### src/console_pkg.sv
// Shared console geometry, character codes and bus structs; imported by every console module
package console_pkg;

  // Screen geometry
  localparam logic [7:0] COLS        = 8'd80;  // Characters per text line
  localparam int unsigned ROWS       = 34;
  localparam int unsigned FONT_HEIGHT = 8;     // Scan lines per text row

  localparam int unsigned ADDR_W = 12;
  localparam int unsigned CHAR_W = 8;
  localparam int unsigned TAB_W  = 3;

  // Buffer is exactly one screen, 2720 cells
  localparam logic [ADDR_W-1:0] SCREEN_SIZE = ADDR_W'(COLS * ROWS);

  // Character codes the decoder looks at
  localparam logic [CHAR_W-1:0] CH_HT    = 8'h09;
  localparam logic [CHAR_W-1:0] CH_LF    = 8'h0A;
  localparam logic [CHAR_W-1:0] CH_CR    = 8'h0D;
  localparam logic [CHAR_W-1:0] CH_SPACE = 8'h20;  // First printable code
  localparam logic [CHAR_W-1:0] CH_DEL   = 8'h7F;

  localparam logic [CHAR_W-1:0] BLANK = 8'h00;  // Empty cell

  typedef logic [CHAR_W-1:0] char_t;
  typedef logic [ADDR_W-1:0] addr_t;

  typedef enum logic [1:0] {
    CMD_PUT,      // Write glyph at cursor
    CMD_TAB,      // Run of blanks
    CMD_NEWLINE   // CR or LF
  } cmd_kind_t;

  // Decoder to writer
  typedef struct packed {
    logic      valid;
    cmd_kind_t kind;
    char_t     ch;
  } console_cmd_t;

  // Writer to character RAM
  typedef struct packed {
    logic  en;
    addr_t addr;
    char_t data;
  } ram_wr_t;

endpackage

### src/char_decoder.sv
// Combinational byte classifier that turns a qualified input strobe into a console command
`timescale 1ns/10ps

module char_decoder (
  input  logic                       i_char_stb,
  input  console_pkg::char_t         i_char,
  input  logic                       i_alt_func_en,
  input  logic                       i_wr_rdy,
  output console_pkg::console_cmd_t  o_cmd
);
  import console_pkg::*;

  cmd_kind_t kind;
  logic      known;   // Byte maps to some action

  // Control code table
  always_comb begin
    kind  = CMD_PUT;
    known = 1'b1;
    if (!i_alt_func_en) begin
      case (i_char)
        CH_CR, CH_LF: begin
          kind = CMD_NEWLINE;   // Both treated the same
        end
        CH_HT: begin
          kind = CMD_TAB;
        end
        default: begin
          // Printable range only, everything else dropped
          known = (i_char >= CH_SPACE) && (i_char < CH_DEL);
        end
      endcase
    end
  end

  // In alternate mode every byte is a glyph
  always_comb begin
    o_cmd.valid = i_char_stb && i_wr_rdy && known;  // Strobe lost when not ready
    o_cmd.kind  = kind;
    o_cmd.ch    = i_char;
  end

endmodule

### config.mk
export PLATFORM = sky130hd
export DESIGN_NAME = char_decoder
export DESIGN_NICKNAME = d
export VERILOG_FILES = /design/src/console_pkg.sv /design/src/char_decoder.sv
export SDC_FILE = /design/constraint.sdc
export NUM_CORES = 1
export LEC_CHECK = 0
export BUFFER_PORTS_ARGS = -buffer_cell sky130_fd_sc_hd__buf_2
export CAP_MARGIN = 20
export CORE_AREA = 2 2 39 41
export DETAILED_ROUTE_END_ITERATION = 7
export DIE_AREA = 0 0 41 43
export GPL_TIMING_DRIVEN = 0
export PLACE_DENSITY_LB_ADDON = 0.2
export SLEW_MARGIN = 15
export SYNTH_ARGS = -nofsm -noshare
export SYNTH_HDL_FRONTEND = slang
export SYNTH_SLANG_ARGS = --single-unit
### constraint.sdc
create_clock -name vclk -period 1.19
set_input_delay 0.238 -clock vclk [all_inputs]
set_output_delay 0.238 -clock vclk [all_outputs]
set_load 0.01 [all_outputs]
---- Yosys cells after proc, flatten, opt, wreduce, memory -nomap -nowiden ----
Cells that the tools add are included.
storage, ports and cells
  output and inout port bits .............. 11
  bits in writable memories ............... 0
  register bits ........................... 0
  latch bits .............................. 0
  input bits .............................. 11
  memories ................................ 0
  word-level logic and storage cells ...... 14
  ROM bits ................................ 0
operators by class
  bitwise gates (word level) .............. 0
  $mul .................................... 0
  divide/modulo/power cells ............... 0
  add/sub/neg operators ................... 0
  shifts and indexed selects .............. 0
  order comparisons ....................... 2
  reduce and logical (&&, ||, !) cells .... 5
  multiplexer cells ....................... 4
  eq/ne operators ......................... 3
operators with widths
  operator                                                    count
  == test 8 x 4 -> 1 bit, second input constant               3
  >= comparator 8 x 6 -> 1 bit, second input constant         1
  less-than comparator 8 x 7 -> 1 bit, second input constant  1
  case mux 2 bit (2 select lines)                             1
  logical AND 1 bit                                           3
  OR reduction 3 bit                                          1
  2-to-1 mux 1 bit                                            2
  2-to-1 mux 2 bit                                            1
  OR reduction 2 bit                                          1

---- Depth between registers and ports, before layout ----
  word-level depth ........................ 5
  mapped depth ............................ 3
  mapped depth without buffers ............ 3

---- Worst setup path after synthesis ----
OpenSTA, ideal clock, no wires.
  path type ............................... input -> output
  from .................................... input port i_char[4]
  to ...................................... output port o_cmd[10] (netlist bit)
  required time ........................... 0.952 ns
  arrival ................................. 0.975 ns
  stages .................................. 3
  buffers on the path ..................... 0
  setup slack ............................. -0.023 ns
  path through ............................ nor4_2 -> o211ai_1 -> a41oi_1
RTL lines
  element          line               RTL
  start, declared  char_decoder.sv:6  input console_pkg::char_t i_char,
  end, declared    char_decoder.sv:9  output console_pkg::console_cmd_t o_cmd

==> summary.md <==
| Metric | Value |
|---|---|
| Ant. Diodes | `0` |
| Final WS setup | `-154 ps` |
| Crit-path max FO | `3` |
| Vias in the first global route | `189` |
| Worst setup SP type | `primary input` |
| Dominant cell type by area after synthesis | `buf_4` |
| Tightest Hold Check Type | `in -> out` |
| Routability cong. | `roughly 0.6` |
| Register area | `0 um^2` |
| Power Dens Cells | `303 nW/um^2` |
| Final Max Slew Viols | `0` |
| Drc violations | `0` |
| Sequential cell count | `0` |
| Antenna violations before repair | `0` |
| Die ar. | `1760 um^2` |
| Congestion Overflow GR | `0` |
| # clk buffers | `0` |
| Starting Density | `11.3%` |
| Initial drt markers | `0` |
| Post-Syn Area per Cell | `6.80 um^2` |
| Post-place setup slack | `-247 ps` |
| Gr usage total | `under 10%` |
| Ports | `22` |
| Setup TNS | `-318 ps` |
| Synthesized instance count | `23` |
| Pin slew with the least headroom to its limit | `249 ps` |
| Vias per cell | `roughly 3.7` |
| DP Wirelength | `396 um` |
| Cell Area, Synth | `approximately 160 um^2` |
| Peak supply drop | `0.0821 mV` |
| Largest net degree at the start of global routing | `6` |
| Violated checks | `negative setup slack` |
| Via count | `232` |
| Post-synthesis sequential area ratio | `0%` |
| Layout cells sized above 1 | `74.5%` |
| Core Box Area | `1380 um^2` |
| First-pass DRT Iterations | `1` |
| Tcrit/Tclk final | `113%` |
| # port buffers | `22` |
| Max Cap Viol | `0` |
| LEAKAGE | `between 0.15 and 0.2 nW` |
| Setup CP Type | `in -> out` |
| CTS Hold Bufs | `0` |
| CP endpoint kind | `output pin` |
| Final Cell Area | `about 330 um^2` |
| Mapped Nets | `34` |
| NumNets Final | `60` |
| Area contributors post-synth | `buf_4 38%, nand4_1 8.0%, nor4_2 8.0%, nor2_1 7.2%, o21ba_2 6.4%` |
| Area after DPL | `roughly 300 um^2` |
| First-pass GRT wire length | `710 um` |
| Synth top area share | `38.4%` |
| Final Hold Viols | `0` |
| Post-Route WL | `509 um` |
| Tmin final | `1340 ps` |
| CP required | `950 ps` |
| Outcome | `complete, but fails checks` |
| Num rows | `14` |
| Die height | `43 um` |
| Routed Antenna Nets | `0` |
| RSZ-0062 raised after global routing | `true` |
| Syn-to-layout area delta | `114%` |
| Hold_ws | `737 ps` |
| CP Data Arrival Time | `1110 ps` |
| Final setup viols | `3` |
| DR WL/cell | `8.08 um` |
| Warnings, synthesis | `0` |
| Max-slew headroom | `83.3%` |
| Fmax | `744 MHz` |
| Finished Core Util | `24.1%` |
| Netlist cell types | `13` |
| Die Wd | `41 um` |
## cells in the mapped netlist
| cell | count |
|---|---|
| o211ai_1 | 1 |
| buf_4 | 8 |
| and3b_1 | 1 |
| o21ai_0 | 1 |
| nand3_1 | 1 |
| o21ba_2 | 1 |
| nor4_2 | 1 |
| nor3b_1 | 1 |
| nand2_1 | 1 |
| inv_1 | 1 |
| nor2_1 | 3 |
| a41oi_1 | 1 |
| nand4_1 | 2 |
## what timing repair did
item | 4_1_cts | 5_1_grt
setup endpoints to repair | 3 | 3
setup buffers | 1 | 1
resized for setup | 6 | 0
pin swaps | 4 | 2
## logic make-up after synthesis
family | after synthesis | synth area share (%)
simple gates | 10 | 39.2
buf+inv | 9 | 40.8
compound gates | 4 | 20.0
## final timing paths
check | start | end | slack, ps | depth (start not counted)
max | i_char[7] | o_cmd[10] | -150 | 5
min | i_alt_func_en | o_cmd[9] | 740 | 3
## layout make-up
type	count	area (um^2)
Buffer	8	60.1
Fill cell	155	1050
Multi-Input combinational cell	14	109
Timing Repair Buffer	24	141
Tap cell	16	20.0
Inverter	1	3.75
## cell usage in the layout, fill, tap and decap left out, drive strengths merged
| cell | count |
|---|---|
| buf | 32 |
| nor2 | 3 |
| nand4 | 2 |
| nor4 | 1 |
| inv | 1 |
| nor3b | 1 |
| and3b | 1 |
| o211ai | 1 |
| nand3 | 1 |
| o21ba | 1 |
| o21ai | 1 |
| nand2 | 1 |
| a41oi | 1 |
## critical path, stage by stage
cell and delay [ps]:
buf_8 100, nor4_4 280, nand4_1 160, a41oi_2 180, buf_2 150
## power by group
part,internal [mW],total (mW),switching (mW)
Combinational,0.0585,0.101,0.0426
Sequential,0,0,0
Clock,0,0,0
## layer usage
metal  part of all wire, %  global-route usage (%)  wire, um  up-vias
met5                     0                       0         0        -
met4                     0                       0         0        0
met3                    14                   0.524        71        0
met2                    42                    8.75       215       16
met1                    44                    7.28       223       91
li1                      -                       -         -      125
## through the flow
step | total power, mW | cells
after floorplan | 0.0425 | 23
after global placement | 0.0875 | 61
after detailed placement | 0.0875 | 61
after CTS | 0.0992 | 62
after global routing | 0.111 | 63
final | 0.101 | 63
Note: power is estimated with default switching activity, not from simulation.
