## config.mk

```make
export PLATFORM = sky130hd
export DESIGN_NAME = frame_reader
export DESIGN_NICKNAME = d
export VERILOG_FILES = /design/src/console_pkg.sv /design/src/frame_reader.sv
export SDC_FILE = /design/constraint.sdc
export NUM_CORES = 1
export LEC_CHECK = 0
export ABC_AREA = 1
export BUFFER_PORTS_ARGS = -buffer_cell sky130_fd_sc_hd__clkbuf_2
export CORE_MARGIN = 2
export CORE_UTILIZATION = 52
export CTS_BUF_LIST = sky130_fd_sc_hd__clkbuf_8
export CTS_CLUSTER_SIZE = 16
export DETAILED_ROUTE_END_ITERATION = 7
export GPL_ROUTABILITY_DRIVEN = 0
export GPL_TIMING_DRIVEN = 0
export PLACE_DENSITY = 0.71
export REMOVE_ABC_BUFFERS = 1
export SLEW_MARGIN = 20
export SYNTH_ARGS = -nofsm -noshare
export SYNTH_HDL_FRONTEND = slang
export SYNTH_SLANG_ARGS = --single-unit
```

## constraint.sdc

```tcl
create_clock -name clk -period 2.2 [get_ports clk]
set_input_delay 0.33 -clock clk [delete_from_list [all_inputs] [get_ports clk]]
set_output_delay 0.33 -clock clk [all_outputs]
set_load 0.1 [all_outputs]
```

## src/console_pkg.sv

```systemverilog
// Shared console geometry, character codes and bus structs; imported by every console module
package console_pkg;

  // Screen geometry
  localparam logic [7:0] COLS        = 8'd80;  // Characters per text line
  localparam int unsigned ROWS       = 34;
  localparam int unsigned FONT_HEIGHT = 8;     // Scan lines per text row

  localparam int unsigned ADDR_W = 12;
  localparam int unsigned CHAR_W = 8;
  localparam int unsigned TAB_W  = 3;

  // Buffer is exactly one screen, 2720 cells
  localparam logic [ADDR_W-1:0] SCREEN_SIZE = ADDR_W'(COLS * ROWS);

  // Character codes the decoder looks at
  localparam logic [CHAR_W-1:0] CH_HT    = 8'h09;
  localparam logic [CHAR_W-1:0] CH_LF    = 8'h0A;
  localparam logic [CHAR_W-1:0] CH_CR    = 8'h0D;
  localparam logic [CHAR_W-1:0] CH_SPACE = 8'h20;  // First printable code
  localparam logic [CHAR_W-1:0] CH_DEL   = 8'h7F;

  localparam logic [CHAR_W-1:0] BLANK = 8'h00;  // Empty cell

  typedef logic [CHAR_W-1:0] char_t;
  typedef logic [ADDR_W-1:0] addr_t;

  typedef enum logic [1:0] {
    CMD_PUT,      // Write glyph at cursor
    CMD_TAB,      // Run of blanks
    CMD_NEWLINE   // CR or LF
  } cmd_kind_t;

  // Decoder to writer
  typedef struct packed {
    logic      valid;
    cmd_kind_t kind;
    char_t     ch;
  } console_cmd_t;

  // Writer to character RAM
  typedef struct packed {
    logic  en;
    addr_t addr;
    char_t data;
  } ram_wr_t;

endpackage

```

## src/frame_reader.sv

```systemverilog
// Read FSM that streams the screen in raster order, repeating each text row per font scan line
`timescale 1ns/10ps

module frame_reader (
  input  logic                clk,
  input  logic                rst,
  input  logic                i_read_frame_stb,
  input  logic                i_char_req_en,
  input  logic                i_writer_busy,
  output logic                o_busy,
  output console_pkg::addr_t  o_rd_addr,
  output logic                o_char_rdy
);
  import console_pkg::*;

  typedef enum logic [2:0] {
    R_IDLE,
    R_START,
    R_START_DLY,
    R_FETCH,
    R_FETCH_DLY
  } state_t;

  state_t                          state;
  logic [7:0]                      col;
  logic [$clog2(FONT_HEIGHT)-1:0]  font_row;
  addr_t                           row_base;   // First cell of the current text row
  addr_t                           next_base;
  logic                            last_col;
  logic                            last_pass;

  always_comb begin
    last_col  = (col == COLS - 1'b1);
    last_pass = (font_row == FONT_HEIGHT - 1);
    next_base = row_base + addr_t'(COLS);
  end

  assign o_busy = (state != R_IDLE);

  always_ff @(posedge clk) begin
    o_char_rdy <= 1'b0;
    if (rst) begin
      state     <= R_IDLE;
      col       <= '0;
      font_row  <= '0;
      row_base  <= '0;
      o_rd_addr <= '0;
    end else begin
      case (state)
        R_IDLE: begin
          font_row <= '0;
        end
        R_START: begin
          // Hold off until the writer has finished
          if (!i_writer_busy) begin
            col       <= '0;
            font_row  <= '0;
            row_base  <= '0;
            o_rd_addr <= '0;
            state     <= R_START_DLY;
          end
        end
        R_START_DLY: begin
          state <= R_FETCH;
        end
        R_FETCH: begin
          if (i_char_req_en) begin
            o_char_rdy <= 1'b1;   // Lines up with RAM read data
            state      <= R_FETCH_DLY;
            if (!last_col) begin
              col       <= col + 1'b1;
              o_rd_addr <= o_rd_addr + 1'b1;
            end else if (!last_pass) begin
              // Same text row again for the next scan line
              col       <= '0;
              font_row  <= font_row + 1'b1;
              o_rd_addr <= row_base;
            end else begin
              col       <= '0;
              font_row  <= '0;
              row_base  <= next_base;
              o_rd_addr <= (next_base == SCREEN_SIZE) ? '0 : next_base;
            end
          end
        end
        R_FETCH_DLY: begin
          state <= (row_base == SCREEN_SIZE) ? R_IDLE : R_FETCH;
        end
        default: begin
          state <= R_IDLE;
        end
      endcase

      if (i_read_frame_stb) begin
        state <= R_START;   // Also restarts a running frame
      end
    end
  end

endmodule

```

== Yosys cells after proc, flatten, opt, wreduce, memory -nomap -nowiden ==
Cells that the tools add are included.

* Bits in registers: 39
* Bits of input ports: 5
* Word-level logic and storage cells: 64

* $add $sub $neg: 4
* Equality and inequality tests: 15
* Muxes and demuxes: 25
* Bitwise gates (word level): 2
* Reductions and logical operators: 11

{| class="wikitable"
|+ Operator list
! cell !! count
|-
| 2-to-1 mux 12 bit || 8
|-
| case mux 12 bit (2 select lines) || 2
|-
| == test 12 bit (second input constant) || 2
|-
| 2-to-1 mux 8 bit || 3
|-
| 2-to-1 mux 3 bit || 6
|-
| case mux 8 bit (2 select lines) || 1
|-
| case mux 3 bit (5 select lines) || 1
|-
| adder 12 x 1 -> 12 bit (second input constant) || 1
|-
| adder 12 x 7 -> 12 bit (second input constant) || 1
|-
| != test 2 bit (second input constant) || 5
|-
| case mux 3 bit (3 select lines) || 1
|-
| AND reduction 3 bit || 3
|-
| adder 8 x 1 -> 8 bit (second input constant) || 1
|-
| == test 8 x 7 -> 1 bit (second input constant) || 1
|-
| == test 3 x 2 -> 1 bit (second input constant) || 2
|-
| == test 3 bit (second input constant) || 2
|-
| != test 3 bit (second input constant) || 2
|-
| nonzero test 3 bit || 2
|-
| AND reduction 5 bit || 1
|-
| AND reduction 4 bit || 1
|-
| OR reduction 2 bit || 2
|-
| adder 3 x 1 -> 3 bit (second input constant) || 1
|-
| == test 3 x 1 -> 1 bit (second input constant) || 1
|-
| logical NOT 3 bit || 1
|-
| other kinds (4) || 6
|}

== Logic depth before layout (Yosys ltp) ==
Gate-level depths: netlist of run 1.

* Depth in word-level cells: 7
* Mapped depth: 12
* Gate-level depth less buffers: 12

== Worst setup path after synthesis of run 1 ==
Ideal clock, no wire load.

* Path type: flip-flop to flip-flop
* From: register o_rd_addr[0]
* To: register o_rd_addr[10]
* Setup time: 0.116 ns
* Arrival time: 2.239 ns
* Path slack: -0.156 ns
* Stages on the path, launching flop included: 12
* Path buffers: 0
* Period minus slack after synthesis: 2.356 ns
* Cell sequence: dfxtp_1 > ha_1 > nand2_1 > nor2_1 > nand3_1 > nor2_1 > nand2_1 > xor2_1 > nand2_1 > nand2_1 > nand2_1 > nand2_1

* Longest elaborated chain between the ends: 4

{| class="wikitable"
|+ Ends and longest elaborated chain
! item !! line !! source
|-
| start, declared || frame_reader.sv:11 || <nowiki>output console_pkg::addr_t o_rd_addr,</nowiki>
|-
| start signal, assigned || frame_reader.sv:72 || <nowiki>o_rd_addr <= o_rd_addr + 1'b1;</nowiki>
|-
| start signal, assigned || frame_reader.sv:77 || <nowiki>o_rd_addr <= row_base;</nowiki>
|-
| start signal, assigned || frame_reader.sv:82 || <nowiki>o_rd_addr <= (next_base == SCREEN_SIZE) ? '0 : next_base;</nowiki>
|-
| adder 12 x 1 -> 12 bit || frame_reader.sv:72 ||
|-
| 2-to-1 mux 12 bit || frame_reader.sv:70 || <nowiki>if (!last_col) begin</nowiki>
|-
| 2-to-1 mux 12 bit || frame_reader.sv:67 || <nowiki>if (i_char_req_en) begin</nowiki>
|-
| case mux 12 bit (2 select lines) || frame_reader.sv:49 || <nowiki>case (state)</nowiki>
|}

No other way between the ends. The select of a mux whose other input is x is not followed.
A chain may end at the register's enable or synchronous reset.

== Final worst setup path of run 1 ==
* From: register state[0]
* To: register row_base[10]

* Longest elaborated chain between the ends: 3

{| class="wikitable"
|+ Ends and longest elaborated chain
! item !! line !! source
|-
| start, declared || frame_reader.sv:24 || <nowiki>state_t state;</nowiki>
|-
| start signal, assigned || frame_reader.sv:87 || <nowiki>state <= (row_base == SCREEN_SIZE) ? R_IDLE : R_FETCH;</nowiki>
|-
| == test 3 x 2 -> 1 bit or == test 3 x 1 -> 1 bit (tied branches) || frame_reader.sv:49 ||
|-
| != test 2 bit (no source line) or nonzero test 2 bit (tied branches) || - ||
|-
| AND reduction 5 bit (no source line) || - ||
|-
| end signal, assigned || frame_reader.sv:81 || <nowiki>row_base <= next_base;</nowiki>
|-
| end, declared || frame_reader.sv:27 || <nowiki>addr_t row_base;</nowiki>
|}

Several ways; a longest one is shown, not always the timed one.

==> results of run 1 <==
[power by group]
| part | internal (µW) | total, µW | switching [µW] |
|---|---|---|---|
| clock network | 217 | 458 | 242 |
| registers | 638 | 644 | 5.81 |
| logic | 22.2 | 100 | 78.0 |
[placed cells by master, fill, tap and decap left out, drive strengths merged, types with 4 or more instances in the layout]
cell and instances:
nor2 41, dfxtp 35, o21ai 14, clkbuf 23, a21oi 27, nand3 23
ha 7, a211oi 4, nand4 4, inv 40, nor3 8, nand2 91
xor2 4
[per-layer routing]
metal	track usage	vias up	share of wire
li1	-	1073	-
met1	0.286	896	0.52
met2	0.329	35	0.43
met3	0.0482	9	0.034
met4	0.0806	0	0.017
met5	0	-	0
[path summary, 6_finish.rpt]
check	startpoint	end	depth (start not counted)
setup / recovery	state[0]	row_base[10]	9
hold / removal	i_read_frame_stb	state[2]	2
setup reg to reg	state[0]	row_base[10]	9
hold reg to reg	font_row[1]	font_row[1]	2
[cell type report]
cell class | instances | area (µm²) | area share
multi-input combinational | 236 | 1320 | 0.547
sequential | 35 | 701 | 0.292
inverter | 40 | 150 | 0.0625
timing repair buffer | 18 | 90.1 | 0.0375
clock buffer | 5 | 68.8 | 0.0286
tap | 50 | 62.6 | 0.0260
clock inverter | 3 | 16.3 | 0.00677
[sequential cells by signal, summed over array words and instances (netlist names)]
signal      flops
o_char_rdy      1
o_rd_addr      12
state           3
font_row        3
col             8
row_base        8
[through the flow]
| stage | hold WS (ns) | instances | worst slack [ns] |
|---|---|---|---|
| floorplan | 0.392 | 311 | -0.156 |
| global route | 0.231 | 387 | 0.114 |
| finish | 0.235 | 387 | 0.245 |
| detailed placement | 0.463 | 379 | 0.288 |
| CTS | 0.223 | 387 | 0.252 |
| global placement | 0.459 | 379 | 0.299 |
[worst max-delay path: stages, from the launching register on]
cell and delay, ns:
dfxtp_1 0.38, nand2_4 0.14, nor2_8 0.06, nand2_4 0.07
nand2_2 0.07, nor2_2 0.49, nand2_2 0.16, nor2_4 0.23
nand3_1 0.14, a21oi_2 0.13
[logic make-up after synthesis]
group,synth area share
xor+xnor,0.0159
buf+inv,0.0862
fa+ha+maj,0.0397
compound gates,0.169
simple gates,0.372
flops,0.318
==> metrics.md, run 1 <==
| Metric | Value |
|---|---|
| Status | `completed` |
| Die area | `4780 µm²` |
| Sequential element share of the synthesized area | `0.318` |
| Tot Pwr | `1200 µW` |
| Sink Count | `35` |
| Synth area leaders | `dfxtp_1 32%, nand2_1 14%, nor2_1 5.8%` |
| Slew Viols, Final | `0` |
| Syn. warnings | `0` |
| Placed cell areas | `2320 µm²` |
| Hold_buf cts | `0` |
| P&R area growth vs syn | `8.96%` |
| Setup violators final | `0` |
| Post-route ant nets | `0` |
| Count of different cell masters after synthesis | `39` |
| Starting Density | `0.548` |
| Synth Register Bits | `35` |
| Largest net degree at the start of global routing | `26` |
| Row count | `23` |
| Clock Root Buffer | `clkbuf_8` |
| Leading area contributor after synthesis | `dfxtp_1` |
| Total congestion overflow | `0` |
| Nets | `348` |
| Fill count | `405` |
| Core area | `4030 µm²` |
| Kind of critical path | `flip-flop to flip-flop` |
| Fin crit share | `0.889` |
| Dpl hpwl | `3460 µm` |
| Post-route cell area | `2400 µm²` |
| Via density | `5.20` |
| RSZ-0062 raised after global routing | `false` |
| Layout cell share with drive strength beyond 1 | `0.199` |
| R2R Setup Slk | `0.25 ns` |
| Initial DRC count | `180` |
| Min-Delay Path Class | `input pin to flip-flop` |
| CP arrival | `2.17 ns` |
| Worst-margin pin slew | `0.635 ns` |
| DRT Wirelength | `4710 µm` |
| Synth Area per Inst | `6.91 µm²` |
| DIE WIDTH | `69.1 µm` |
| Setup TNS Final | `0 ns` |
| Rel. slew slack | `0.577` |
| Pwr Density | `500 nW/µm²` |
| I/O pins | `19` |
| GRT Util Overall | `0.212` |
| Top FF cell, synth | `dfxtp_1` |
| Most instantiated library cell after synthesis | `nand2_1` |
| Post_cts resized | `0` |
| Ys async rst share | `0` |
| Skew-Pair Late Insertion Delay | `0.29 ns` |
| Final hold vios | `0` |
| Vias in the first global route | `1900` |
| First-pass GRT wire length | `8420 µm` |
| Pleak | `0.000944 µW` |
| Peak Freq | `512 MHz` |
| CTS tree | `done` |
| Layout Utilization | `0.597` |
| Minimum clock period | `1.95 ns` |
| Drt wl/cell | `12.2 µm` |
| CP Launch Type | `flip-flop` |
| Via count | `2013` |
| CP max FO | `11` |
| EDFF count, synth | `0` |
| Initial antenna violation count | `0` |
| Crit. End Element | `flip-flop` |
| Final clock skew | `0.00507 ns` |
| Share of Yosys cell area claimed by the top area cell type | `0.318` |
| Setup bufs post-CTS | `0` |
| DRC Markers | `0` |
| First-pass DRT Iterations | `4` |
| Mapped Area | `2210 µm²` |
| I/O Buffers | `18` |
| Clock buffer depth | `2` |
| Reg clk slew, reported paths | `0.07 ns` |
| VDD IR max | `0.276 mV` |
| H-Tree Depth | `2` |
| Commonest cells post-synth | `80 x nand2_1, 35 x dfxtp_1, 34 x nor2_1` |
| Req. time, crit path | `2.42 ns` |
| Maxcap violations | `0` |
| Syn Inst Count | `319` |
| Die H | `69.1 µm` |
| CTS Buf Count | `5` |
| Ant diodes | `0` |
Power figures use the tool's default switching activity.
==> run 2, diff against run 1 <==
ABC_AREA = unset   (was 1)
==> run 2 against run 1 <==
Net effect:
- largest cell class unchanged
- cell count shrank 13%
- hold slack improved by 0.0010 ns
- fmax fell by 4.7%
- core utilization decreased by 1.3 points
- largest power group unchanged
- combinational power shrank 36%
- register-to-register slack got worse by 0.096 ns
- synthesized area fell by 3.1%
- highest routed layer unchanged
- critical path depth is 3 lower
- global-route usage up 1.3 points
- power decreased by 3.5%
- sequential share of layout area is 1.1 points higher
==> metrics.md, run 2 <==
| Metric | Value |
|---|---|
| Status | `completed (unchanged)` |
| Share of Yosys cell area claimed by the top area cell type | `0.328 (was 0.318)` |
| Dpl hpwl | `3410 µm (was 3460 µm)` |
| Family with the most delay on the worst path | `compound AO/OA/AOI/OAI gates (was simple AND/OR/NAND/NOR gates)` |
| Worst Setup SP | `row_base[4] (was state[0])` |
| Slowest Stage Delay on Critical Path | `0.53 ns (was 0.49 ns)` |
| Top FF cell, synth | `dfxtp_1 (unchanged)` |
| Synth Register Bits | `35 (unchanged)` |
| Rel. slew slack | `0.520 (was 0.577)` |
| Clock buffer depth | `2 (unchanged)` |
| Via count | `1977 (was 2013)` |
| FF-to-FF End | `o_rd_addr[4] (was row_base[10])` |
| Slew Viols, Final | `0 (unchanged)` |
| Fin crit share | `0.932 (was 0.889)` |
| R2R Setup Slk | `0.15 ns (was 0.25 ns)` |
| Pleak | `0.000807 µW (was 0.000944 µW)` |
| Skew-Pair Late Insertion Delay | `0.29 ns (about the same)` |
| Reg clk slew, reported paths | `0.07 ns (about the same)` |
| Kind of critical path | `flip-flop to flip-flop (unchanged)` |
| DRT Wirelength | `4780 µm (was 4710 µm)` |
| Commonest cells post-synth | `40 x nor2_1, 35 x dfxtp_1, 28 x nand2_1 (was 80 x nand2_1, 35 x dfxtp_1, 34 x nor2_1)` |
| Most frequent cells in the layout | `40 x nor2_1, 35 x dfxtp_1, 28 x nand2_1, 18 x clkbuf_2, 15 x a21oi_1 (was 80 x nand2_1, 35 x dfxtp_1, 34 x inv_1, 34 x nor2_1)` |
| End of the critical path | `o_rd_addr[4] (was row_base[10])` |
| GRT Util Overall | `0.225 (was 0.212)` |
| Layout cell share with drive strength beyond 1 | `0.108 (was 0.199)` |
| Die H | `68.1 µm (was 69.1 µm)` |
| Largest net degree at the start of global routing | `23 (was 26)` |
| Count of different cell masters after synthesis | `52 (was 39)` |
| DIE WIDTH | `68.1 µm (was 69.1 µm)` |
| DRC Markers | `0 (unchanged)` |
| Cell Chain, Critical Path | `ha_2 > xor2_1 > o2111ai_1 > a21o_1 > nor4_1 > o21ai_0 (was nand2_4 > nor2_8 > nand2_4 > nand2_2 > nor2_2 > nand2_2 > nor2_4 > nand3_1 > a21oi_2)` |
| RSZ-0062 raised after global routing | `false (unchanged)` |
| P&R area growth vs syn | `8.37% (was 8.96%)` |
| Largest register FFs | `12 (unchanged)` |
| H-Tree Depth | `2 (unchanged)` |
| Final hold vios | `0 (unchanged)` |
| Slowest stage cell, crit path | `dfxtp_1 (was nor2_2)` |
| CTS Buf Count | `5 (unchanged)` |
| Row count | `23 (unchanged)` |
| Leading area contributor after synthesis | `dfxtp_1 (unchanged)` |
| Commonest non-fill, non-tap cell in the layout | `nor2_1 (was nand2_1)` |
| Initial antenna violation count | `0 (unchanged)` |
| Min-Delay Path Class | `input pin to flip-flop (unchanged)` |
| Largest reg by FF count | `o_rd_addr (unchanged)` |
| VDD IR max | `0.351 mV (was 0.276 mV)` |
| Core area | `3970 µm² (was 4030 µm²)` |
| Synth Area per Inst | `7.71 µm² (was 6.91 µm²)` |
| R2R cell count | `6 (was 9)` |
| Vias in the first global route | `1722 (was 1900)` |
| Peak Freq | `488 MHz (was 512 MHz)` |
| First-pass GRT wire length | `7830 µm (was 8420 µm)` |
| Most instantiated library cell after synthesis | `nor2_1 (was nand2_1)` |
| Die area | `4640 µm² (was 4780 µm²)` |
| CP Launch Type | `flip-flop (unchanged)` |
| Syn Inst Count | `277 (was 319)` |
| Syn. warnings | `0 (unchanged)` |
| Post-route ant nets | `0 (unchanged)` |
| I/O pins | `19 (unchanged)` |
| Ant diodes | `0 (unchanged)` |
| CP arrival | `2.23 ns (was 2.17 ns)` |
| Sequential element share of the synthesized area | `0.328 (was 0.318)` |
| I/O Buffers | `18 (unchanged)` |
| Worst-margin pin slew | `0.715 ns (was 0.635 ns)` |
| Maxcap violations | `0 (unchanged)` |
| Setup violators final | `0 (unchanged)` |
| CTS tree | `done (unchanged)` |
| Top Registers | `o_rd_addr: 12 flops, col: 8 flops, row_base: 8 flops (unchanged)` |
| Req. time, crit path | `2.38 ns (was 2.42 ns)` |
| Crit. End Element | `flip-flop (unchanged)` |
| Fill count | `384 (was 405)` |
| Initial DRC count | `168 (was 180)` |
| Placed insts | `328 (was 379)` |
| WP buf/inv | `0 (unchanged)` |
| Starting Density | `0.538 (was 0.548)` |
| First-pass DRT Iterations | `4 (unchanged)` |
| EDFF count, synth | `0 (unchanged)` |
| CP max FO | `9 (was 11)` |
| Nets | `297 (was 348)` |
| Tot Pwr | `1160 µW (was 1200 µW)` |
| Final clock skew | `0.00469 ns (was 0.00507 ns)` |
| Clock Root Buffer | `clkbuf_8 (unchanged)` |
| Total congestion overflow | `0 (unchanged)` |
| Mapped Area | `2140 µm² (was 2210 µm²)` |
| Drt wl/cell | `14.2 µm (was 12.2 µm)` |
| Hold_buf cts | `0 (unchanged)` |
| RR Startpoint | `row_base[4] (was state[0])` |
| Fin cells | `336 (was 387)` |
| Minimum clock period | `2.05 ns (was 1.95 ns)` |
| Worst hold margin | `0.236 ns (was 0.235 ns)` |
| Ys async rst share | `0 (unchanged)` |
| Sink Count | `35 (unchanged)` |
| Via density | `5.88 (was 5.20)` |
| Levels on crit path | `6 (was 9)` |
| Pwr Density | `501 nW/µm² (was 500 nW/µm²)` |
| Synth area leaders | `dfxtp_1 33%, nor2_1 7.0%, nand2_1 4.9% (was dfxtp_1 32%, nand2_1 14%, nor2_1 5.8%)` |
## run 2: stage by stage
step	TNS (ns)	utilization	area (µm²)	setup slack, ns
2_1_floorplan	-0.315	-	2070	-0.147
3_3_place_gp	-0.0672	0.559	2220	-0.0672
3_5_place_dp	-0.0629	0.559	2220	-0.0629
4_1_cts	0	0.581	2310	0.0369
5_1_grt	0	0.583	2320	0.0366
6_report	0	0.583	2320	0.149
## run 2: cells by family after synthesis
group | after synthesis | share of synthesized area
muxes | 3 | 0.0141
buffers and inverters | 24 | 0.0445
DFF | 35 | 0.328
xor gates and xnor gates | 17 | 0.0697
AOI/OAI and AO/OA | 70 | 0.221
and+or+nand+nor | 121 | 0.282
adders and majority gates | 7 | 0.0410
## run 2: repair_timing
action / in CTS / in global routing
hold endpoints to repair: 0 / 0
resized for setup: 1 / 3
setup buffers: 0 / 0
endpoints found under the setup margin: 1 / 4
## run 2: routing by layer
metal,GRT usage,up-vias,routed length (µm)
met5,0,-,0
met4,0.0825,0,79
met3,0.0444,6,146
met2,0.369,28,2270
met1,0.293,931,2280
li1,-,1012,-
## run 2: worst min path at each step
stage / slack [ns] / start / endpoint / depth (start not counted)
4_1_cts: 0.22 / i_read_frame_stb / state[2] / 2
3_3_place_gp: 0.44 / font_row[1] / font_row[1] / 2
5_1_grt: 0.25 / i_read_frame_stb / state[2] / 2
2_1_floorplan: 0.40 / rst / col[2] / 1
6_report: 0.24 / i_read_frame_stb / state[2] / 2
3_5_place_dp: 0.45 / font_row[1] / font_row[1] / 2
## run 2: power breakdown
group          total (µW)  switching (µW)  internal (µW)
combinational        63.7            48.2           15.5
clock                 457             240            217
sequential            639            3.83            636
## run 2: final cells by class
| class | count | area [µm²] | area share |
|---|---|---|---|
| clock inverter | 3 | 15.0 | 0.00648 |
| sequential | 35 | 701 | 0.303 |
| multi-input combinational | 218 | 1350 | 0.584 |
| tap | 50 | 62.6 | 0.0270 |
| inverter | 7 | 26.3 | 0.0113 |
| clock buffer | 5 | 68.8 | 0.0297 |
| timing repair buffer | 18 | 90.1 | 0.0389 |
