==> src/console_pkg.sv <==
// Shared console geometry, character codes and bus structs; imported by every console module
package console_pkg;

  // Screen geometry
  localparam logic [7:0] COLS        = 8'd80;  // Characters per text line
  localparam int unsigned ROWS       = 34;
  localparam int unsigned FONT_HEIGHT = 8;     // Scan lines per text row

  localparam int unsigned ADDR_W = 12;
  localparam int unsigned CHAR_W = 8;
  localparam int unsigned TAB_W  = 3;

  // Buffer is exactly one screen, 2720 cells
  localparam logic [ADDR_W-1:0] SCREEN_SIZE = ADDR_W'(COLS * ROWS);

  // Character codes the decoder looks at
  localparam logic [CHAR_W-1:0] CH_HT    = 8'h09;
  localparam logic [CHAR_W-1:0] CH_LF    = 8'h0A;
  localparam logic [CHAR_W-1:0] CH_CR    = 8'h0D;
  localparam logic [CHAR_W-1:0] CH_SPACE = 8'h20;  // First printable code
  localparam logic [CHAR_W-1:0] CH_DEL   = 8'h7F;

  localparam logic [CHAR_W-1:0] BLANK = 8'h00;  // Empty cell

  typedef logic [CHAR_W-1:0] char_t;
  typedef logic [ADDR_W-1:0] addr_t;

  typedef enum logic [1:0] {
    CMD_PUT,      // Write glyph at cursor
    CMD_TAB,      // Run of blanks
    CMD_NEWLINE   // CR or LF
  } cmd_kind_t;

  // Decoder to writer
  typedef struct packed {
    logic      valid;
    cmd_kind_t kind;
    char_t     ch;
  } console_cmd_t;

  // Writer to character RAM
  typedef struct packed {
    logic  en;
    addr_t addr;
    char_t data;
  } ram_wr_t;

endpackage

==> src/char_writer.sv <==
// Write FSM that owns the cursor and fills character cells for glyphs, tabs, newlines and clears
`timescale 1ns/10ps

module char_writer (
  input  logic                           clk,
  input  logic                           rst,
  input  console_pkg::console_cmd_t      i_cmd,
  input  logic [console_pkg::TAB_W-1:0]  i_tab_count,
  input  logic                           i_clear_screen_stb,
  input  logic                           i_reader_busy,
  output logic                           o_wr_rdy,
  output logic                           o_busy,
  output console_pkg::ram_wr_t           o_wr
);
  import console_pkg::*;

  typedef enum logic [2:0] {
    S_IDLE,
    S_PUT,
    S_TAB_FILL,
    S_LINE_FILL,
    S_NEXT_FILL,
    S_CLEAR
  } state_t;

  state_t           state;
  addr_t            cursor;
  addr_t            cursor_inc;
  addr_t            line_end;       // Last cell of the cursor's line
  addr_t            line_end_inc;
  addr_t            line_start;
  logic [TAB_W-1:0] tab_left;
  logic             clear_req;
  logic             at_line_end;
  logic             at_last_cell;
  logic             fill_en;

  // Cursor step with wrap at the end of the screen
  always_comb begin
    at_line_end  = (cursor == line_end);
    at_last_cell = (cursor == SCREEN_SIZE - 1'b1);
    cursor_inc   = at_last_cell ? '0 : cursor + 1'b1;
    line_end_inc = line_end;
    if (at_line_end) begin
      // Line end follows the cursor onto the next line
      line_end_inc = (line_end == SCREEN_SIZE - 1'b1) ? addr_t'(COLS - 1'b1)
                                                      : line_end + addr_t'(COLS);
    end
    line_start = line_end - addr_t'(COLS - 1'b1);
  end

  // States that write a blank at the cursor this cycle
  always_comb begin
    case (state)
      S_TAB_FILL:  fill_en = (tab_left != '0);
      S_LINE_FILL: fill_en = 1'b1;
      S_NEXT_FILL: fill_en = 1'b1;
      S_CLEAR:     fill_en = 1'b1;
      default:     fill_en = 1'b0;
    endcase
  end

  // A pending RAM write still counts as busy
  assign o_busy   = (state != S_IDLE) || o_wr.en;
  assign o_wr_rdy = !o_busy && !i_reader_busy && !clear_req;

  always_ff @(posedge clk) begin
    o_wr.en <= 1'b0;
    if (rst) begin
      state     <= S_CLEAR;   // Screen is wiped after reset
      cursor    <= '0;
      line_end  <= addr_t'(COLS - 1'b1);
      tab_left  <= '0;
      clear_req <= 1'b0;
    end else begin
      if (fill_en) begin
        o_wr.en   <= 1'b1;
        o_wr.addr <= cursor;
        o_wr.data <= BLANK;
      end

      case (state)
        S_IDLE: begin
          if (clear_req && !i_reader_busy) begin
            clear_req <= 1'b0;
            cursor    <= '0;
            line_end  <= addr_t'(COLS - 1'b1);
            state     <= S_CLEAR;
          end else if (i_cmd.valid) begin
            case (i_cmd.kind)
              CMD_PUT: begin
                o_wr.en   <= 1'b1;
                o_wr.addr <= cursor;
                o_wr.data <= i_cmd.ch;
                state     <= S_PUT;
              end
              CMD_TAB: begin
                tab_left <= i_tab_count;  // Count sampled at acceptance
                state    <= S_TAB_FILL;
              end
              default: begin
                state <= S_LINE_FILL;
              end
            endcase
          end
        end
        S_PUT: begin
          cursor   <= cursor_inc;
          line_end <= line_end_inc;
          state    <= S_IDLE;
        end
        S_TAB_FILL: begin
          if (tab_left != '0) begin
            cursor   <= cursor_inc;
            line_end <= line_end_inc;
            tab_left <= tab_left - 1'b1;
          end else begin
            state <= S_IDLE;
          end
        end
        S_LINE_FILL: begin
          cursor   <= cursor_inc;
          line_end <= line_end_inc;
          if (at_line_end) begin
            state <= S_NEXT_FILL;   // Now on the following line
          end
        end
        S_NEXT_FILL: begin
          if (at_line_end) begin
            cursor <= line_start;   // Park at start of the blanked line
            state  <= S_IDLE;
          end else begin
            cursor <= cursor_inc;
          end
        end
        S_CLEAR: begin
          cursor   <= cursor_inc;
          line_end <= line_end_inc;
          if (at_last_cell) begin
            state <= S_IDLE;        // Cursor has wrapped to 0
          end
        end
        default: begin
          state <= S_IDLE;
        end
      endcase

      if (i_clear_screen_stb) begin
        clear_req <= 1'b1;
      end
    end
  end

endmodule

==> config.mk <==
export PLATFORM = sky130hd
export DESIGN_NAME = char_writer
export DESIGN_NICKNAME = d
export VERILOG_FILES = /design/src/console_pkg.sv /design/src/char_writer.sv
export SDC_FILE = /design/constraint.sdc
export NUM_CORES = 1
export LEC_CHECK = 0
export BUFFER_PORTS_ARGS = -buffer_cell sky130_fd_sc_hd__buf_2
export CAP_MARGIN = 20
export CORE_MARGIN = 4
export CORE_UTILIZATION = 48
export CTS_BUF_LIST = sky130_fd_sc_hd__clkbuf_8
export DETAILED_ROUTE_END_ITERATION = 6
export GPL_ROUTABILITY_DRIVEN = 0
export PLACE_DENSITY = 0.74
export SLEW_MARGIN = 20
export SYNTH_ARGS = -nofsm -noshare
export SYNTH_HDL_FRONTEND = slang
export SYNTH_SLANG_ARGS = --single-unit
==> constraint.sdc <==
create_clock -name clk -period 2.49 [get_ports clk]
set_clock_uncertainty 0.2 [all_clocks]
set_input_delay 0.249 -clock clk [delete_from_list [all_inputs] [get_ports clk]]
set_output_delay 0.249 -clock clk [all_outputs]
set_load 0.05 [all_outputs]
# Word level (Yosys, flattened, before mapping)
# Index checks and enable logic that the tools add are counted.
# W data, S select, Z words.
[word_totals]
regBits = 52
latch_bits = 0
ramBits = 0
rom_bits = 0
input_bits = 18
out_inout_bits = 23
wordCells = 86
memories = 0
[classes]
n_addsub = 4
mul = 0
n_div = 0
magnitude_cmp = 0
eq_ne = 19
n_shift = 0
mux = 32
bitwise = 0
n_reduce_logical = 23
[op_table]
columns = ["op", "count"]
rows = [
  ["$mux W21", 5],
  ["$mux W12", 8],
  ["$pmux W12 S4", 1],
  ["$pmux W12 S3", 1],
  ["$mux W3", 10],
  ["$eq A12 B12 Y1 const B", 2],
  ["$ne A2 B2 Y1 const B", 8],
  ["$pmux W3 S5", 1],
  ["$add A12 B1 Y12 const B", 1],
  ["$add A12 B7 Y12 const B", 1],
  ["$eq A12 B12 Y1", 1],
  ["$sub A12 B7 Y12 const B", 1],
  ["$reduce_and A5 Y1", 2],
  ["$reduce_bool A3 Y1", 3],
  ["$eq A3 B2 Y1 const B", 2],
  ["$eq A3 B3 Y1 const B", 2],
  ["$pmux W3 S2", 1],
  ["$reduce_and A3 Y1", 2],
  ["$reduce_bool A2 Y1", 3],
  ["$reduce_or A3 Y1", 2],
  ["$pmux W2 S2", 1],
  ["$reduce_bool A4 Y1", 1],
  ["$eq A3 B1 Y1 const B", 1],
  ["$logic_and A1 B1 Y1", 3],
  ["other kinds (11)", 15],
]

# Logic depth before layout (Yosys ltp)
# Gate-level depths: netlist (run 1).
[depth]
word_depth = 8
ltp_mapped = 9
ltp_nobuf = 8

# Least setup slack after synthesis (run 1)
# No wires, ideal clock.
[synth_timing]
path_type = "register to output"
startpoint = "reg state[1]"
endpoint = "out o_wr_rdy"
t_arrival_ns = 2.149
t_required_ns = 2.041
slack_ns = -0.108
stages_incl_launch_ff = 5
n_path_buf = 1
cell_sequence = "dfxtp_1 buf_6 nor3_1 nand2b_1 nor3_1"
[synth_between]
elab_chain_len = 5
[synth_rtl]
columns = ["element", "line", "source"]
rows = [
  ["from (decl)", "char_writer.sv:26", "state_t state;"],
  ["from (signal assigned)", "char_writer.sv:70", "state <= S_CLEAR;"],
  ["from (signal assigned)", "char_writer.sv:88", "state <= S_CLEAR;"],
  ["from (signal assigned)", "char_writer.sv:95", "state <= S_PUT;"],
  ["$reduce_bool A3 Y1", "char_writer.sv:64", "assign o_busy = (state != S_IDLE) || o_wr.en;"],
  ["$logic_or A1 B1 Y1", "char_writer.sv:64", ""],
  ["named net o_busy", "char_writer.sv:12", "output logic o_busy,"],
  ["$logic_not A1 Y1", "char_writer.sv:65", "assign o_wr_rdy = !o_busy && !i_reader_busy && !clear_req;"],
  ["$logic_and A1 B1 Y1 (2 in a row)", "char_writer.sv:65", ""],
  ["to (decl)", "char_writer.sv:11", "output logic o_wr_rdy,"],
]
# The timed path passes the listed nets, and every way through them passes these cells.

# Final worst setup path (run 1)
[layout_timing]
startpoint = "reg line_end[2]"
endpoint = "reg line_end[10]"
[layout_between]
elab_chain_len = 5
elab_cells_between_ends = 7
classes_between = "add/sub (1); eq/ne (2); mux (4)"
[layout_rtl]
columns = ["element", "line", "source"]
rows = [
  ["from (decl)", "char_writer.sv:29", "addr_t line_end;"],
  ["from (signal assigned)", "char_writer.sv:72", "line_end <= addr_t'(COLS - 1'b1);"],
  ["from (signal assigned)", "char_writer.sv:87", "line_end <= addr_t'(COLS - 1'b1);"],
  ["from (signal assigned)", "char_writer.sv:109", "line_end <= line_end_inc;"],
  ["$add A12 B7 Y12 or $eq A12 B12 Y1 (tied branches)", "char_writer.sv:47, char_writer.sv:46", ""],
  ["$mux W12", "char_writer.sv:46", "line_end_inc = (line_end == SCREEN_SIZE - 1'b1) ? addr_t'(COLS - 1'b1)"],
  ["$mux W12 (*)", "char_writer.sv:44", "if (at_line_end) begin"],
  ["$mux W12", "char_writer.sv:113", "if (tab_left != '0) begin"],
  ["$pmux W12 S3 (*)", "char_writer.sv:82", "case (state)"],
]
# Every way passes the cells marked *; elsewhere a longest branch is shown, timed or not. The select of a mux whose other input is x is not followed.
# A chain may end at the register's enable or synchronous reset.

==> results of run 1 <==
## worst paths after layout
path	slack, ps	startpoint	to
setup / recovery	110	line_end[2]	line_end[10]
hold / removal	30	i_cmd[4]	o_wr[4]
setup reg to reg	110	line_end[2]	line_end[10]
hold reg to reg	300	clear_req	clear_req
## timing repair
action | 4_1_cts | 5_1_grt
gates resized for setup | 0 | 3
hold buffers | 1 | 0
endpoints found under the setup margin | 0 | 6
hold endpoints to repair | 1 | 0
## registers in the layout, indices dropped and copies added, names as in the netlist
name       cells
state          3
line_end       9
clear_req      1
o_wr          21
cursor        12
tab_left       3
## worst reg2reg max path: cells and delay by family (launching register included)
kind            cells  cell delay (ps)
compound gates      3              460
simple gates        3             1310
flops               1              330
## per-stage QoR
stage	power (mW)	hold slack (ps)	setup slack (ps)	util, %
global placement	1.05	272	163	57.6
CTS	1.63	27.0	83.8	59.6
detailed placement	1.05	284	102	57.6
finish	1.61	28.2	113	60.0
floorplan	0.991	178	261	-
global route	1.67	29.2	3.19	60.0
## power by group
| part | leakage, nW | switching (mW) | internal [mW] | total (mW) |
|---|---|---|---|---|
| clock | 0.0595 | 0.279 | 0.298 | 0.577 |
| sequential | 0.441 | 0.0118 | 0.854 | 0.866 |
| combinational | 1.00 | 0.113 | 0.0557 | 0.169 |
| total | 1.50 | 0.404 | 1.21 | 1.61 |
## synth_stat cells (2+ instances only)
cell	count	share of area, %
a211oi_1	3	0.77
a21boi_0	3	0.77
a21o_1	3	0.77
a21oi_1	17	2.9
a22o_1	8	2.4
a22oi_1	2	0.51
a2bb2oi_1	2	0.60
a31o_2	5	1.5
a31oi_1	3	0.64
and2_1	2	0.43
and3_1	5	1.1
buf_2	4	0.68
buf_6	3	1.2
clkbuf_1	7	0.90
dfxtp_1	29	20
edfxtp_1	20	21
ha_1	9	3.8
inv_1	10	1.3
mux2_2	11	4.2
nand2_1	25	3.2
nand2b_1	11	2.4
nand3_1	9	1.5
nand4_1	5	1.1
nor2_1	27	3.5
nor2b_1	6	1.3
nor3_1	6	1.0
nor3b_1	3	0.77
nor4_1	2	0.43
nor4b_1	2	0.60
o211ai_1	2	0.51
o21a_1	3	0.77
o21ai_0	20	3.4
o221ai_1	2	0.60
o31ai_1	2	0.51
o32ai_1	2	0.60
or3_1	4	0.85
or4_1	3	0.77
xnor2_1	2	0.60
xor2_1	12	3.6
## area by class of cell
type	count	area share (%)
clock inverters	3	1.20
repair buffers	75	13.5
multi-input cells	242	46.5
clock buffers	5	1.94
inverters	10	1.06
well taps	75	2.64
flip-flops and latches	49	33.2
## cells by family (layout without fill, tap and decap cells)
group	count (synthesis)	count (layout)
buffers and inverters	25	93
and+or+nand+nor	117	117
xor gates and xnor gates	14	14
AOI/OAI and AO/OA	91	91
DFF	49	49
muxes	11	11
adders and majority gates	9	9
## layer usage
layer  part of all wire (%)  track usage [%]  wire length [um]
met5                      0                0                 0
met3                    5.7             3.75               413
met1                     44             26.7              3190
met2                     49             33.7              3560
met4                    1.6             6.04               113
==> flow_summary_export.csv, run 1 <==
group,metric,value,unit
clock_tree,cts_root_buf,"clkbuf_8",
detailed_routing,drt.antenna.violating_nets,0,
cells_and_area,area_growth,21.4,%
die,start_util,49.5,%
detailed_routing,routed_wl,7280,um
placement,dp_hpwl,5370,um
sta,finalCriticalPeriod,2380,ps
worst_setup_path,arrival,2410,ps
detailed_routing,drt-pass1-iter-count,5,
die,die_height,86.1,um
detailed_routing,drt-initial-drc-count,170,
sta,rsz0062_at_grt,"no",
cells_and_area,layout_common_cells,"buf_2 (40), buf_4 (33), dfxtp_1 (29), nor2_1 (27), nand2_1 (25)",
yosys,yosys.area_share.simple,21.2,%
clock_tree,cts_tree,"yes",
global_routing,grt_antenna_before_repair,0,
yosys,ys.flop_type,"dfxtp_1",
placement,port-buffer-count,40,
die,die_area,7410,um2
worst_setup_path,path_depth,6,
detailed_routing,wire_per_inst,15.8,um
worst_setup_path,required,2530,ps
clock_tree,clock_latency,300,ps
cells_and_area,num_antenna_cells,0,
worst_setup_path,cp_cell_sequence,"or4_4, o22ai_2, and3_4, a21boi_4, or4_1, a21oi_1",
die,fp-row-count,28,
cells_and_area,seqCellArea,1180,um2
global_routing,grt_pass1_wl,12200,um
worst_setup_path,critical_path.top_delay_family,"simple AND/OR/NAND/NOR gates",
sta,maxSlewViolCount,0,
cells_and_area,drive_gt1_share,28.1,%
global_routing,grt_max_degree,16,
sta,period_share,95.5,%
placement,dp_cells,450,
sta,hold_viol,0,
worst_hold_path,hold_depth,2,
worst_setup_path,slowest_delay,530,ps
detailed_routing,dr_total_vias,2685,
yosys,ys_ff_latch,49,
die,ios,41,
global_routing,grtUsageTotal,20.3,%
sta,tightest_slew,663,ps
clock_tree,clockBufferDepth,2,
power_and_ir_drop,powerDensity,454,nW/um2
die,die_w,86.1,um
detailed_routing,avgViaCountPerCell,5.85,
worst_setup_path,critical_path_peak_fanout,9,
yosys,synth_fa_ha_area_share,3.85,%
detailed_routing,drc,0,
yosys,syn_nets,343,
sta,relSlewSlack,55.3,%
yosys,seq_area_frac_synth,40.3,%
placement,place_area,3410,um2
die,core,5920,um2
clock_tree,numCtsBuffers,5,
power_and_ir_drop,ir_drop,408,uV
sta,fmax,0.421,GHz
power_and_ir_drop,p_leak,1.50,nW
yosys,synth.area.mux_share,4.23,%
yosys,synth-xor-area-share,4.19,%
clock_tree,ctsHtreeMaxLevel,2,
worst_setup_path,worst-setup-path-type,"flop to flop",
clock_tree,cts_setup_buffers,0,
yosys,yosys_warnings,0,
cells_and_area,multiInputGateArea,1650,um2
worst_setup_path,cpMaxStageDelayCell,"or4_4",
run_status,status,"finished clean",
clock_tree,path_clk_slew,90,ps
sta,setup_viol_count_final,0,
worst_setup_path,r2r_cells,6,
yosys,syn_avg_cell_area,9.27,um2
yosys,synth_top_family_by_area,"compound AO/OA/AOI/OAI gates",
yosys,synthCells,316,
cells_and_area,num-nets-final,410,
sta,tns,0,ps
global_routing,grt_pass1_vias,2590,
worst_setup_path,critPathBufInv,0,
worst_hold_path,hp-class,"input port to flop",
cells_and_area,fillCellCount,512,
yosys,synth_edf_count,20,
yosys,async_flop_share,0,%
cells_and_area,final_cells,459,
yosys,synth_cell_type_count,61,
run,cap_violations,0,
yosys,netlist_area,2930,um2
global_routing,overflow,0,
clock_tree,numClockSinks,49,
worst_setup_path,startpoint_type,"flop",
yosys,synth_compound_area_share,22.0,%
cells_and_area,layout_commonest_cell,"buf_2",
cells_and_area,stdcell_area,3550,um2
worst_setup_path,crit_path_end_kind,"flop",
No activity file was read; power rests on OpenSTA's default activity.
==> inputs of run 2 (changes only) <==
--- a/config.mk
+++ b/config.mk
@@ -5,14 +5,16 @@
 export SDC_FILE = /design/constraint.sdc
 export NUM_CORES = 1
 export LEC_CHECK = 0
-export BUFFER_PORTS_ARGS = -buffer_cell sky130_fd_sc_hd__buf_2
+export BUFFER_PORTS_ARGS = -buffer_cell sky130_fd_sc_hd__clkbuf_2
 export CAP_MARGIN = 20
+export CELL_PAD_IN_SITES_DETAIL_PLACEMENT = 0
+export CELL_PAD_IN_SITES_GLOBAL_PLACEMENT = 1
 export CORE_MARGIN = 4
-export CORE_UTILIZATION = 48
+export CORE_UTILIZATION = 45
 export CTS_BUF_LIST = sky130_fd_sc_hd__clkbuf_8
 export DETAILED_ROUTE_END_ITERATION = 6
 export GPL_ROUTABILITY_DRIVEN = 0
-export PLACE_DENSITY = 0.74
+export PLACE_DENSITY = 0.91
 export SLEW_MARGIN = 20
 export SYNTH_ARGS = -nofsm -noshare
 export SYNTH_HDL_FRONTEND = slang
==> run 2 against run 1 <==
  * Clock power barely moved
  * Cell count increased by 0.65%
  * Register-to-register slack barely moved
  * Critical endpoint unchanged
  * Final area is 0.14% higher
  * Combinational power barely moved
  * Fmax fell by 0.30%
  * Die area up 6.0%
  * Non-clock buffer count increased by 1
  * Clock-buffer cell count stayed put
  * Via count decreased by 3.7%
  * Largest power group unchanged
  * Critical path type unchanged
  * Core utilization is 4.0 points lower
  * Critical path depth unchanged
==> flow_summary_export.csv, run 2 (synthesized netlist as in run 1, its figures left out) <==
group,metric,value,unit
run_status,status,"finished clean",
clock_tree,clockBufferDepth,2,
cells_and_area,num-nets-final,411,
die,die_area,7860,um2
die,fp-row-count,29,
worst_setup_path,worst-setup-path-type,"flop to flop",
cells_and_area,area_growth,21.5,%
global_routing,grt_pass1_wl,11600,um
cells_and_area,num_antenna_cells,0,
detailed_routing,dr_total_vias,2585,
global_routing,overflow,0,
detailed_routing,wire_per_inst,15.4,um
clock_tree,path_clk_slew,100,ps
cells_and_area,multiInputGateArea,1660,um2
sta,relSlewSlack,65.7,%
worst_setup_path,cp_cell_sequence,"or4_4, o22ai_4, and3_4, a21boi_4, or4_1, a21oi_1",
global_routing,grt.met3_usage,3.45,%
sta,tns,0,ps
clock_tree,cts_root_buf,"clkbuf_8",
detailed_routing,avgViaCountPerCell,5.60,
power_and_ir_drop,ir_drop,316,uV
global_routing,grt_pass1_vias,2418,
cells_and_area,top_register,"o_wr",
cells_and_area,layout_common_cells,"clkbuf_2 (40), buf_4 (35), dfxtp_1 (28), nor2_1 (27), nand2_1 (25)",
clock_tree,numCtsBuffers,5,
global_routing,met2_usage,30.6,%
clock_tree,numClockSinks,49,
cells_and_area,fillCellCount,577,
die,core,6350,um2
worst_setup_path,required,2530,ps
cells_and_area,top_regs,"o_wr x21, cursor x12, line_end x9",
worst_setup_path,slowest_delay,550,ps
power_and_ir_drop,powerDensity,452,nW/um2
power_and_ir_drop,p_leak,1.50,nW
worst_setup_path,startpoint_type,"flop",
clock_tree,cts_tree,"yes",
power_and_ir_drop,power,1.61,mW
detailed_routing,routed_wl,7130,um
die,ios,41,
run,cap_violations,0,
sta,finalCriticalPeriod,2380,ps
worst_setup_path,cpMaxStageDelayCell,"or4_4",
worst_setup_path,crit_path_end_kind,"flop",
cells_and_area,drive_gt1_share,29.4,%
die,die_w,88.7,um
detailed_routing,drt-pass1-iter-count,4,
clock_tree,clock_latency,300,ps
worst_hold_path,hp-class,"input port to flop",
sta,fmax,0.419,GHz
sta,hold_viol,0,
detailed_routing,drt.antenna.violating_nets,0,
global_routing,grtUsageTotal,18.7,%
sta,tightest_slew,515,ps
worst_setup_path,critical_path_peak_fanout,9,
die,start_util,46.1,%
global_routing,grt_busiest_layer,"met2",
placement,port-buffer-count,40,
detailed_routing,drc,0,
sta,rsz0062_at_grt,"no",
global_routing,grt_antenna_before_repair,0,
die,die_height,88.7,um
sta,maxSlewViolCount,0,
sta,period_share,95.8,%
clock_tree,ctsHtreeMaxLevel,2,
global_routing,grt_util_met1,25.3,%
cells_and_area,largest_reg_flops,21,
worst_setup_path,arrival,2420,ps
placement,dp_hpwl,5250,um
sta,setup_viol_count_final,0,
global_routing,grt_max_degree,24,
cells_and_area,seqCellArea,1180,um2
cells_and_area,layout_commonest_cell,"clkbuf_2",
detailed_routing,drt-initial-drc-count,110,
[run 2: cell types whose count changed in the layout (fill, tap and decap cells not counted), sizes merged]
cell	change
buf	-39
clkbuf	+40
clkinvlp	+1
inv	-1
[run 2: metal layers]
layer  wire (um)  vias up  share of wire [%]
li1            -     1306                  -
met3         220        5                3.1
met2        3500       45                 49
met1        3340     1229                 47
met4          70        0               0.98
met5           0        -                  0
[run 2: critical path, delay by kind of cell (launching register included)]
kind / cells / cell delay (ps)
AND/OR/NAND/NOR: 3 / 1340
flip-flops: 1 / 350
AO/OA/AOI/OAI: 3 / 430
[run 2: power by group]
part | total, mW | leakage (nW) | switching, mW | internal [mW]
Sequential | 0.867 | 0.442 | 0.0122 | 0.855
Clock | 0.578 | 0.0518 | 0.281 | 0.296
Combinational | 0.166 | 1.01 | 0.112 | 0.0542
Total | 1.61 | 1.50 | 0.405 | 1.20
[run 2: timing repair]
action	in CTS	in global routing
gates resized for setup	0	6
pin swaps	1	4
endpoints found under the hold margin	1	0
buffers inserted	0	3
setup endpoints to repair	2	32
hold buffers	1	0
[run 2: area by class of cell]
| class | count | share of cell area (%) |
|---|---|---|
| clock inverters | 3 | 1.16 |
| flip-flops and latches | 49 | 33.2 |
| clock buffers | 5 | 1.93 |
| well taps | 77 | 2.71 |
| repair buffers | 76 | 13.3 |
| multi-input cells | 242 | 46.6 |
| inverters | 10 | 1.05 |
[run 2: final timing paths]
path,end,slack (ps),depth (start not counted),from
hold reg to reg,clear_req,290,2,clear_req
setup / recovery,line_end[10],110,6,line_end[2]
hold / removal,o_wr[5],30,2,i_cmd[5]
setup reg to reg,line_end[10],110,6,line_end[2]
[run 2: per-stage QoR]
step           hold slack (ps)  worst slack [ps]  util (%)  area (um2)  std cells
2_1_floorplan              178               261         -        2930        316
3_3_place_gp               269              86.6      53.3        3380        450
3_5_place_dp               277              40.9      53.3        3380        450
4_1_cts                   29.5              8.98      55.2        3500        459
5_1_grt                   36.1              7.65      56.0        3560        462
6_report                  32.9               105      56.0        3560        462
==> inputs of run 3 (changes only) <==
--- a/config.mk
+++ b/config.mk
@@ -7,14 +7,11 @@
 export LEC_CHECK = 0
 export BUFFER_PORTS_ARGS = -buffer_cell sky130_fd_sc_hd__clkbuf_2
 export CAP_MARGIN = 20
-export CELL_PAD_IN_SITES_DETAIL_PLACEMENT = 0
-export CELL_PAD_IN_SITES_GLOBAL_PLACEMENT = 1
-export CORE_MARGIN = 4
-export CORE_UTILIZATION = 45
+export CORE_UTILIZATION = 48
 export CTS_BUF_LIST = sky130_fd_sc_hd__clkbuf_8
 export DETAILED_ROUTE_END_ITERATION = 6
 export GPL_ROUTABILITY_DRIVEN = 0
-export PLACE_DENSITY = 0.91
+export PLACE_DENSITY = 0.79
 export SLEW_MARGIN = 20
 export SYNTH_ARGS = -nofsm -noshare
 export SYNTH_HDL_FRONTEND = slang
==> run 3 against run 2 <==
  * The flow now finishes with violations (DRC)
  * Power decreased by 0.20%
  * Clock-buffer cell count unchanged
  * Register-to-register slack got worse by 20 ps
  * Core utilization increased by 3.8 points
  * Routed wire length increased by 3.2%
  * Die area decreased by 18%
  * Flip-flop and latch count unchanged
  * Critical path depth unchanged
  * Global-route usage increased by 4.8 points
  * Non-clock buffer count decreased by 6
  * Sequential share of layout area increased by 0.38 points
  * Sequential power about the same
  * Critical endpoint unchanged
==> flow_summary_export.csv, run 3 (synthesized netlist as in run 1, its figures left out) <==
group,metric,value,unit
global_routing,grt_pass1_vias,2474,
placement,dp_hpwl,5320,um
detailed_routing,drt-initial-drc-count,208,
clock_tree,clockBufferDepth,2,
cells_and_area,fillCellCount,524,
clock_tree,clock_latency,310,ps
global_routing,grt.met3_usage,4.09,%
power_and_ir_drop,intPower,1.20,mW
run,cap_violations,0,
cells_and_area,num_antenna_cells,0,
sta,setup_viol_count_final,0,
sta,hold_viol,0,
detailed_routing,drc,1,
detailed_routing,drt.antenna.violating_nets,0,
worst_setup_path,reg2reg_slack,90,ps
sta,maxSlewViolCount,0,
sta,relSlewSlack,50.1,%
worst_setup_path,r2r_cells,6,
power_and_ir_drop,p_sw,0.403,mW
die,die_height,80.1,um
cells_and_area,top_register,"o_wr",
die,core,5890,um2
detailed_routing,avgViaCountPerCell,5.87,
die,die_w,80.1,um
power_and_ir_drop,p_leak,1.48,nW
power_and_ir_drop,p_comb_share,10.4,%
global_routing,grt_pass1_wl,11600,um
worst_setup_path,startpoint_type,"flop",
power_and_ir_drop,power_frac_seq,54.0,%
detailed_routing,wire_per_inst,16.2,um
die,fp-row-count,28,
placement,port-buffer-count,40,
power_and_ir_drop,power,1.61,mW
clock_tree,path_clk_slew,100,ps
detailed_routing,routed_wl,7360,um
worst_setup_path,crit_path_end_kind,"flop",
die,die_area,6420,um2
worst_setup_path,required,2530,ps
global_routing,grt_antenna_before_repair,0,
worst_hold_path,hold_start,"i_cmd[1]",
global_routing,grt_max_degree,24,
power_and_ir_drop,ir_drop,314,uV
global_routing,grtUsageTotal,23.4,%
worst_setup_path,worst-setup-path-type,"flop to flop",
detailed_routing,dr_total_vias,2666,
cells_and_area,multiInputGateArea,1660,um2
clock_tree,cts_tree,"yes",
clock_tree,cts_setup_buffers,0,
global_routing,grt_util_met1,30.0,%
sta,finalCriticalPeriod,2400,ps
worst_setup_path,critical_path_peak_fanout,9,
worst_setup_path,arrival,2440,ps
cells_and_area,num-nets-final,405,
worst_hold_path,holdPathEnd,"o_wr[1]",
clock_tree,numCtsBuffers,5,
cells_and_area,top_regs,"o_wr x21, cursor x12, line_end x9",
sta,period_share,96.4,%
die,ios,41,
cells_and_area,area_growth,20.3,%
detailed_routing,drt-pass1-iter-count,7,
clock_tree,numClockSinks,49,
sta,timing.hold.ws,27.1,ps
sta,tightest_slew,740,ps
worst_hold_path,hold_depth,2,
run_status,violations,"DRC",
worst_hold_path,hp-class,"input port to flop",
global_routing,grt_busiest_layer,"met2",
cells_and_area,layout_commonest_cell,"clkbuf_2",
power_and_ir_drop,p_clk_share,35.6,%
cells_and_area,drive_gt1_share,27.7,%
clock_tree,cts_root_buf,"clkbuf_8",
cells_and_area,seqCellArea,1180,um2
worst_setup_path,r2r-start,"line_end[2]",
power_and_ir_drop,powerDensity,456,nW/um2
run_status,status,"complete, but fails checks",
sta,tns,0,ps
global_routing,met2_usage,40.1,%
die,start_util,49.7,%
power_and_ir_drop,swShare,25.1,%
sta,fmax,0.416,GHz
worst_setup_path,r2r-end,"line_end[10]",
clock_tree,ctsHtreeMaxLevel,2,
global_routing,overflow,0,
cells_and_area,largest_reg_flops,21,
cells_and_area,layout_common_cells,"clkbuf_2 (40), buf_4 (28), nor2_1 (27), dfxtp_1 (27), nand2_1 (25)",
-- run 3: area by class of cell --
class | instances | share of cell area (%)
tap | 75 | 2.66
sequential | 49 | 33.6
multi-input combinational | 242 | 47.1
inverter | 10 | 1.07
clock inverter | 3 | 1.10
clock buffer | 5 | 1.95
timing repair buffer | 70 | 12.5
-- run 3: power groups by stage --
stage | clock (mW) | sequential (mW) | combinational [mW]
2_1_floorplan | 0 | 0.937 | 0.0539
5_1_grt | 0.614 | 0.871 | 0.178
4_1_cts | 0.572 | 0.868 | 0.166
6_report | 0.572 | 0.868 | 0.167
3_5_place_dp | 0 | 0.886 | 0.164
3_3_place_gp | 0 | 0.885 | 0.160
-- run 3: timing repair --
item	in CTS	in global routing
hold buffers	1	0
endpoints found under the hold margin	1	0
endpoints found under the setup margin	0	7
gates resized for setup	0	7
-- run 3: per-stage QoR --
stage / cell area (um2) / setup WS (ps) / utilization [%] / cells
finish: 3520 / 88.6 / 59.8 / 454
global route: 3520 / -12.8 / 59.8 / 454
CTS: 3490 / 19.0 / 59.3 / 454
detailed placement: 3370 / 60.0 / 57.3 / 445
global placement: 3370 / 195 / 57.3 / 445
floorplan: 2930 / 261 / - / 316
-- run 3: routing by layer --
layer  vias to the layer above  wire, um
met2                        94      3690
met1                      1269      3210
li1                       1294         -
met3                         9       350
met4                         0       113
met5                         -         0
-- run 3: worst max path at each step --
stage / depth (start not counted) / endpoint / startpoint
finish: 6 / line_end[10] / line_end[2]
global route: 6 / line_end[10] / line_end[2]
CTS: 7 / cursor[6] / cursor[11]
detailed placement: 6 / cursor[9] / line_end[2]
global placement: 6 / cursor[9] / line_end[2]
floorplan: 6 / line_end[10] / line_end[2]
-- run 3: worst max-delay path: stages, from the launching register on --
cell and delay [ps]:
dfxtp_2 360, or4_4 550, o22ai_4 220, and3_4 270
a21boi_4 90, or4_1 520, a21oi_1 140
